--- src/design/usb3_rx_pkg.sv ---
// shared symbol constants and types for the usb 3.0 rx symbol path
// four 8-bit symbols per word, lane 0 (bits 7:0) is first in time
// only the K28.1 skp and K28.5 com values are known here
// lfsr is kept in galois form, the msb leaves the register first
`default_nettype none

package usb3_rx_pkg;

	// K28.1, skip ordered-set symbol
	localparam logic [7:0] SYM_K_SKP = 8'h3C;

	// K28.5, comma, restarts the scrambler
	localparam logic [7:0] SYM_K_COM = 8'hBC;

	// x^16 + x^5 + x^4 + x^3 + 1
	// bit 15 shifts out and is folded back into bits 5, 4, 3 and 0
	localparam logic [15:0] LFSR_TAPS = 16'h0039;

	// scrambler state after reset and after every com
	localparam logic [15:0] LFSR_SEED_DEFAULT = 16'hFFFF;

	// one raw or processed word
	// datak[i] marks data[8*i +: 8] as a K symbol
	typedef struct packed {
		logic [31:0] data;
		logic [3:0]  datak;
	} sym_word_t;

	// survivors of one word after skp removal
	// packed from lane 0 upward, lanes at and above count are zero
	typedef struct packed {
		sym_word_t  word;
		logic [2:0] count;
	} sym_frag_t;

endpackage

`default_nettype wire

--- src/design/usb3_descramble.sv ---
// output stage, applies the keystream to data lanes of realigned words
// K lanes pass through untouched, com lanes restart the lfsr
// the lfsr keeps running while scr_enable is low
// output registered one cycle after coll_valid, zero when idle
`default_nettype none
`timescale 1ns/100ps

module usb3_descramble #(
	parameter logic [15:0] SCR_SEED = usb3_rx_pkg::LFSR_SEED_DEFAULT
) (
	input  wire                     local_clk,
	input  wire                     reset_n,
	input  logic                    scr_enable,
	input  logic                    coll_valid,
	input  usb3_rx_pkg::sym_word_t  coll,
	output logic                    proc_valid,
	output usb3_rx_pkg::sym_word_t  proc_word
);

	logic [3:0]  com_mask;
	logic [31:0] key;
	usb3_rx_pkg::sym_word_t plain;

	// K28.5 lanes of the incoming word
	always_comb begin
		for (int i = 0; i < 4; i++) begin
			com_mask[i] = coll.datak[i] &&
				(coll.data[8*i +: 8] == usb3_rx_pkg::SYM_K_COM);
		end
	end

	// one lfsr step per realigned word
	usb3_lfsr #(
		.SCR_SEED (SCR_SEED)
	) usb3_lfsr_inst (
		.local_clk (local_clk),
		.reset_n   (reset_n),
		.step      (coll_valid),
		.com_mask  (com_mask),
		.key       (key)
	);

	// xor only data lanes, and only when enabled
	always_comb begin
		plain.datak = coll.datak;
		for (int i = 0; i < 4; i++) begin
			plain.data[8*i +: 8] = coll.data[8*i +: 8] ^
				((scr_enable && !coll.datak[i]) ? key[8*i +: 8] : 8'h00);
		end
	end

	always_ff @(posedge local_clk) begin
		if (!reset_n)
			proc_valid <= 1'b0;
		else
			proc_valid <= coll_valid;
	end

	// squelch between words
	always_ff @(posedge local_clk) begin
		proc_word <= coll_valid ? plain : '0;
	end

endmodule

`default_nettype wire

--- src/design/usb3_lfsr.sv ---
// usb 3.0 scrambler lfsr, four keystream bytes per word
// key bytes are combinational from the stored state and com_mask
// a com lane reloads SCR_SEED, gets key zero and does not advance
// every other lane takes the upper state byte, then eight shifts
// state is only stored when step is high
`default_nettype none
`timescale 1ns/100ps

module usb3_lfsr #(
	parameter logic [15:0] SCR_SEED = usb3_rx_pkg::LFSR_SEED_DEFAULT
) (
	input  wire         local_clk,
	input  wire         reset_n,
	input  logic        step,
	input  logic [3:0]  com_mask,
	output logic [31:0] key
);

	logic [15:0] state;
	logic [15:0] lane_state;
	logic [15:0] next_state;

	// eight galois shifts, one per scrambled bit
	function automatic logic [15:0] adv8(input logic [15:0] s);
		logic [15:0] r;
		r = s;
		for (int b = 0; b < 8; b++) begin
			r = {r[14:0], 1'b0} ^ (r[15] ? usb3_rx_pkg::LFSR_TAPS : 16'h0000);
		end
		return r;
	endfunction

	// walk lanes 0 to 3 in time order
	always_comb begin
		lane_state = state;
		for (int i = 0; i < 4; i++) begin
			if (com_mask[i]) begin
				// restart from this lane onward
				lane_state = SCR_SEED;
				key[8*i +: 8] = 8'h00;
			end else begin
				key[8*i +: 8] = lane_state[15:8];
				lane_state = adv8(lane_state);
			end
		end
		// state that follows lane 3
		next_state = lane_state;
	end

	always_ff @(posedge local_clk) begin
		if (!reset_n)
			state <= SCR_SEED;
		else if (step)
			state <= next_state;
	end

endmodule

`default_nettype wire

--- src/design/usb3_rx_top.sv ---
// usb 3.0 rx symbol path: skp removal, realign, descramble
// single clock domain, no back-pressure, output never outruns input
// err_skp_unexpected is sticky until reset
`default_nettype none
`timescale 1ns/100ps

module usb3_rx_top #(
	parameter logic [15:0] SCR_SEED = usb3_rx_pkg::LFSR_SEED_DEFAULT
) (
	input  wire                     local_clk,
	input  wire                     reset_n,
	input  logic                    rx_valid,
	input  usb3_rx_pkg::sym_word_t  rx_word,
	input  logic                    scr_enable,
	output logic                    proc_valid,
	output usb3_rx_pkg::sym_word_t  proc_word,
	output logic                    err_skp_unexpected
);

	// skp_strip to word_realign
	logic                   frag_valid;
	usb3_rx_pkg::sym_frag_t frag;
	// word_realign to descramble
	logic                   coll_valid;
	usb3_rx_pkg::sym_word_t coll;

	usb3_skp_strip usb3_skp_strip_inst (
		.local_clk          (local_clk),
		.reset_n            (reset_n),
		.rx_valid           (rx_valid),
		.rx_word            (rx_word),
		.frag_valid         (frag_valid),
		.frag               (frag),
		.err_skp_unexpected (err_skp_unexpected)
	);

	usb3_word_realign usb3_word_realign_inst (
		.local_clk  (local_clk),
		.reset_n    (reset_n),
		.frag_valid (frag_valid),
		.frag       (frag),
		.coll_valid (coll_valid),
		.coll       (coll)
	);

	usb3_descramble #(
		.SCR_SEED (SCR_SEED)
	) usb3_descramble_inst (
		.local_clk  (local_clk),
		.reset_n    (reset_n),
		.scr_enable (scr_enable),
		.coll_valid (coll_valid),
		.coll       (coll),
		.proc_valid (proc_valid),
		.proc_word  (proc_word)
	);

endmodule

`default_nettype wire

--- src/design/usb3_skp_strip.sv ---
// removes skp symbols from the raw phy word and compacts what is left
// skp lanes must form a single contiguous run inside one word
// any other skp pattern drops the whole word and sets a sticky error
// output is registered, exactly one cycle after rx_valid
`default_nettype none
`timescale 1ns/100ps

module usb3_skp_strip (
	input  wire                     local_clk,
	input  wire                     reset_n,
	input  logic                    rx_valid,
	input  usb3_rx_pkg::sym_word_t  rx_word,
	output logic                    frag_valid,
	output usb3_rx_pkg::sym_frag_t  frag,
	output logic                    err_skp_unexpected
);

	// lanes holding a K28.1
	logic [3:0] skip;
	// first lane of each skp run
	logic [3:0] run_start;
	logic       legal;
	// survivors count, also the write pointer while compacting
	logic [2:0] idx;
	usb3_rx_pkg::sym_word_t packed_word;

	always_comb begin
		for (int i = 0; i < 4; i++) begin
			skip[i] = rx_word.datak[i] &&
				(rx_word.data[8*i +: 8] == usb3_rx_pkg::SYM_K_SKP);
		end
	end

	// a run starts where skp follows a non-skp lane (or lane 0)
	assign run_start = skip & ~{skip[2:0], 1'b0};

	// zero or one run start means the pattern is legal
	assign legal = ((run_start & (run_start - 4'd1)) == 4'd0);

	// shift survivors down into lane order, upper lanes stay zero
	always_comb begin
		idx = 3'd0;
		packed_word = '0;
		for (int i = 0; i < 4; i++) begin
			if (!skip[i]) begin
				packed_word.data[8*idx[1:0] +: 8] = rx_word.data[8*i +: 8];
				packed_word.datak[idx[1:0]] = rx_word.datak[i];
				idx = idx + 3'd1;
			end
		end
	end

	// control, strobe follows input strobe one to one
	always_ff @(posedge local_clk) begin
		if (!reset_n) begin
			frag_valid <= 1'b0;
			err_skp_unexpected <= 1'b0;
		end else begin
			frag_valid <= rx_valid;
			// sticky until reset
			if (rx_valid && !legal)
				err_skp_unexpected <= 1'b1;
		end
	end

	// payload, illegal word becomes an empty fragment
	always_ff @(posedge local_clk) begin
		frag.word <= legal ? packed_word : '0;
		frag.count <= legal ? idx : 3'd0;
	end

endmodule

`default_nettype wire

--- src/design/usb3_word_realign.sv ---
// packs variable-size fragments back into full four-symbol words
// 7-symbol accumulator, oldest symbol sits in lane 0
// four symbols leave in the cycle after depth reaches four
// the append of the current fragment happens in that same cycle
// depth cannot pass seven since at most four come in per cycle
`default_nettype none
`timescale 1ns/100ps

module usb3_word_realign (
	input  wire                     local_clk,
	input  wire                     reset_n,
	input  logic                    frag_valid,
	input  usb3_rx_pkg::sym_frag_t  frag,
	output logic                    coll_valid,
	output usb3_rx_pkg::sym_word_t  coll
);

	// held symbols, lane i at bits 8*i +: 8
	logic [55:0] acc_data;
	logic [6:0]  acc_datak;
	logic [2:0]  depth;

	logic        take;
	logic [2:0]  keep;
	logic [2:0]  add;
	logic [2:0]  lane;
	logic [55:0] base_data;
	logic [6:0]  base_datak;
	logic [55:0] next_data;
	logic [6:0]  next_datak;
	logic [2:0]  next_depth;

	always_comb begin
		// a full word is present, it goes out now
		take = (depth >= 3'd4);
		keep = take ? depth - 3'd4 : depth;
		add = frag_valid ? frag.count : 3'd0;
		// drop the outgoing word from the bottom
		base_data = take ? {32'd0, acc_data[55:32]} : acc_data;
		base_datak = take ? {4'd0, acc_datak[6:4]} : acc_datak;
		next_data = '0;
		next_datak = '0;
		lane = 3'd0;
		// held symbols first, new fragment right behind them
		for (int i = 0; i < 7; i++) begin
			lane = 3'(i) - keep;
			if (3'(i) < keep) begin
				next_data[8*i +: 8] = base_data[8*i +: 8];
				next_datak[i] = base_datak[i];
			end else if (3'(i) < keep + add) begin
				next_data[8*i +: 8] = frag.word.data[8*lane[1:0] +: 8];
				next_datak[i] = frag.word.datak[lane[1:0]];
			end
		end
		next_depth = keep + add;
	end

	always_ff @(posedge local_clk) begin
		if (!reset_n) begin
			depth <= 3'd0;
			coll_valid <= 1'b0;
		end else begin
			depth <= next_depth;
			coll_valid <= take;
		end
	end

	// payload, symbols above depth are kept at zero
	always_ff @(posedge local_clk) begin
		acc_data <= next_data;
		acc_datak <= next_datak;
		coll.data <= acc_data[31:0];
		coll.datak <= acc_datak[3:0];
	end

endmodule

`default_nettype wire

--- config.mk ---
export PLATFORM = sky130hd
export DESIGN_NAME = usb3_rx_top
export DESIGN_NICKNAME = d
export VERILOG_FILES = /design/src/design/usb3_rx_pkg.sv /design/src/design/usb3_descramble.sv /design/src/design/usb3_lfsr.sv /design/src/design/usb3_rx_top.sv /design/src/design/usb3_skp_strip.sv /design/src/design/usb3_word_realign.sv
export SDC_FILE = /design/constraint.sdc
export NUM_CORES = 1
export LEC_CHECK = 0
export ABC_AREA = 1
export BUFFER_PORTS_ARGS = -buffer_cell sky130_fd_sc_hd__buf_4
export CORE_MARGIN = 5
export CORE_UTILIZATION = 55
export DETAILED_ROUTE_END_ITERATION = 6
export GPL_ROUTABILITY_DRIVEN = 0
export PLACE_DENSITY = 0.88
export SETUP_SLACK_MARGIN = 0.02
export SYNTH_ARGS = -nofsm -noshare
export SYNTH_HDL_FRONTEND = slang
export SYNTH_SLANG_ARGS = --single-unit
--- constraint.sdc ---
create_clock -name local_clk -period 3.85 [get_ports local_clk]
set_input_delay 0.77 -clock local_clk [delete_from_list [all_inputs] [get_ports local_clk]]
set_output_delay 0.77 -clock local_clk [all_outputs]
set_load 0.01 [all_outputs]
==> results.md <==
* Drt pass-1 iters at 7
* Hold Path Class: reg -> reg
* Run status: finished clean
* Synth warnings at 0
* Unrepaired setup endpoints after global routing: no
* Clock buffer depth at 2
* Synth area leader: dfxtp_1
* Syn_area_per_cell at approximately 7.4 µm²
* Total setup buffers inserted after CTS at 0
* Antenna diode count at 0
* Chip height at approximately 150 µm
* Core area at 18800 µm²
* Worst Skew at roughly 16 ps
* Die width at 148 µm
* Synth unique cells at 49
* Share of layout cells above drive strength 1 at 0.140
* Crit-path max FO at 56
* First-pass GRT wire length at approximately 46000 µm
* Clock Tree Root: clkbuf_16
* Fmax at between 300 and 400 MHz
* Routed WL at roughly 28000 µm
* H-tree depth at 4
* Initial antenna violation count at 0
* Asr flop ratio synth at 0
* Vias in the first global route at around 9400
* WS Path Type: reg -> reg
* Startpoint types: flop
* Least-Margin Pin Slew at 1010 ps
* Post-CTS resize count at 0
* DR vias/cell at roughly 5.7
* Maxcap violations at 0
* Post-synth top area share at 0.255
* Area Overhead vs Synth at 14.2%
* Final Max Tran Viols at 0
* Pin count of the biggest net entering global routing at 57
* Overall power at between 5000 and 6000 µW
* CTS Sinks at around 200
* Slew Limit Headroom at 0.329
* Post-route ant nets at 0
* Min Tclk post-route at approximately 3200 ps
* Gr usage total at 0.256
* Worst path arrival time at around 3400 ps
* DP HPWL at roughly 21000 µm
* Max VDD drop at slightly above 0.3 mV
* Post-Synthesis Cells at about 1400
* Die Area at 22000 µm²
* 1st-iter DRT viols at between 1000 and 1500
* Worst Setup SP: usb3_word_realign_inst.depth[0]
* Clk_lat worst skew at ~440 ps
* Cell with the most instances after synthesis: nand2_1
* Vias after detailed routing at about 10000
* Critical R2R Launch: usb3_word_realign_inst.depth[0]
* Top Ports at roughly 80
* Setup_tns at 0 ps
* Clock-pin slew on the worst setup and hold paths at ~80 ps
* Final setup viols at 0
* Synth top area cells: dfxtp_1, edfxtp_1, nand2_1
* Fillers at 1586
* Number of flops mapped to enable cells by yosys at 63
* Leak Pwr at ~0.0058 µW
* CP Data Required Time at 4020 ps
* Register area share after synthesis at 0.435
* CTS tree: done
* Residual DRC at 0
* Critical path endpoint category: flop
* Port Buffers at slightly below 80
* Post-synth top cells: nand2_1, dfxtp_1, nor2_1
* Fin crit share at 0.836
* GRT Residual Overflow at 0
* Hold path start: usb3_word_realign_inst.acc_data[9]
* Hold Vio Cnt, Final at 0
* Pwr Density at around 420 nW/µm²
* CTS buffer count at 17
* FP Rows at 50
* Layout net count at approximately 1600
* Synth Flop Type: dfxtp_1
* Seq cells post-synth at 197
* Routed len/inst at around 16 µm
* Synthesized area at roughly 11000 µm²
* Hold buffer count at cts at 0
* Starting density of the core at 0.560
-- logic make-up after synthesis --
logic type	synth area share
adder cells (fa/ha/maj)	0.0174
flip-flops	0.435
AND/OR/NAND/NOR	0.327
other	0.000357
buffers and inverters	0.0723
AO/OA/AOI/OAI	0.125
XOR/XNOR	0.0233
-- metrics by stage --
step                 util  worst slack, ps  instances  hold WS, ps  cell area, µm²
floorplan               -              110       1462          323           10600
global placement    0.607              445       1741          326           11400
detailed placement  0.607              345       1741          327           11400
CTS                 0.640              676       1773          341           12000
global route        0.640              235       1773          341           12000
finish              0.640              632       1773          339           12000
-- critical path: stages, from the launching register on --
cell	delay, ps
dfxtp_1	340
buf_4	420
clkinv_1	520
ha_1	770
inv_1	340
o21ai_0	370
o21ai_0	180
-- final timing paths --
check        slack (ps)  depth (start not counted)                                   to
max reg2reg         630                          6  usb3_word_realign_inst.acc_data[16]
max                 630                          6  usb3_word_realign_inst.acc_data[16]
min reg2reg         340                          0      usb3_word_realign_inst.coll[13]
min                 340                          0      usb3_word_realign_inst.coll[13]
-- state kept, by name, indices dropped and copies added, names as in the netlist --
name                                       flops
usb3_descramble_inst.proc_valid                1
usb3_descramble_inst.proc_word                36
usb3_descramble_inst.usb3_lfsr_inst.state     16
usb3_skp_strip_inst.err_skp_unexpected         1
usb3_skp_strip_inst.frag                      39
usb3_skp_strip_inst.frag_valid                 1
usb3_word_realign_inst.acc_data               56
usb3_word_realign_inst.acc_datak               7
usb3_word_realign_inst.coll                   36
usb3_word_realign_inst.coll_valid              1
usb3_word_realign_inst.depth                   3
-- cell type report --
cell class / instances / area [µm²] / area share
Sequential cell: 197 / 4570 / 0.381
Clock inverter: 14 / 184 / 0.0153
Clock buffer: 18 / 430 / 0.0358
Multi-Input combinational cell: 1074 / 5310 / 0.442
Tap cell: 234 / 293 / 0.0244
Timing Repair Buffer: 88 / 661 / 0.0550
Inverter: 148 / 556 / 0.0463
-- where the power goes --
| part | total, µW | switching, µW | internal (µW) |
|---|---|---|---|
| logic | 951 | 638 | 313 |
| registers | 2280 | 55.4 | 2230 |
| clock network | 1800 | 861 | 944 |
| total | 5040 | 1550 | 3480 |
-- metal layers --
layer	wire, µm	GRT usage	up-vias	share of wire
met5	0	0	-	0
met1	10400	0.299	4546	0.37
li1	-	-	4846	-
met2	13600	0.442	586	0.48
met4	1740	0.149	0	0.062
met3	2390	0.0454	152	0.085
-- cell usage in the layout (no fill, tap or decap), types with 6 or more instances in the layout --
cell	instances
nand2_1	424
dfxtp_1	134
nor2_1	125
inv_1	122
o21ai_0	115
nand3_1	90
buf_4	88
a21oi_1	80
edfxtp_1	63
conb_1	36
nand2_2	22
xor2_1	22
inv_2	20
nand4_1	19
clkbuf_16	17
nand3_2	16
ha_1	13
nor3_1	11
a211oi_1	11
or2_2	9
nor2_2	9
nor2_4	7
o22ai_1	7
a31oi_1	7
clkinv_1	6
xnor2_1	6
Power figures use the tool's default switching activity.
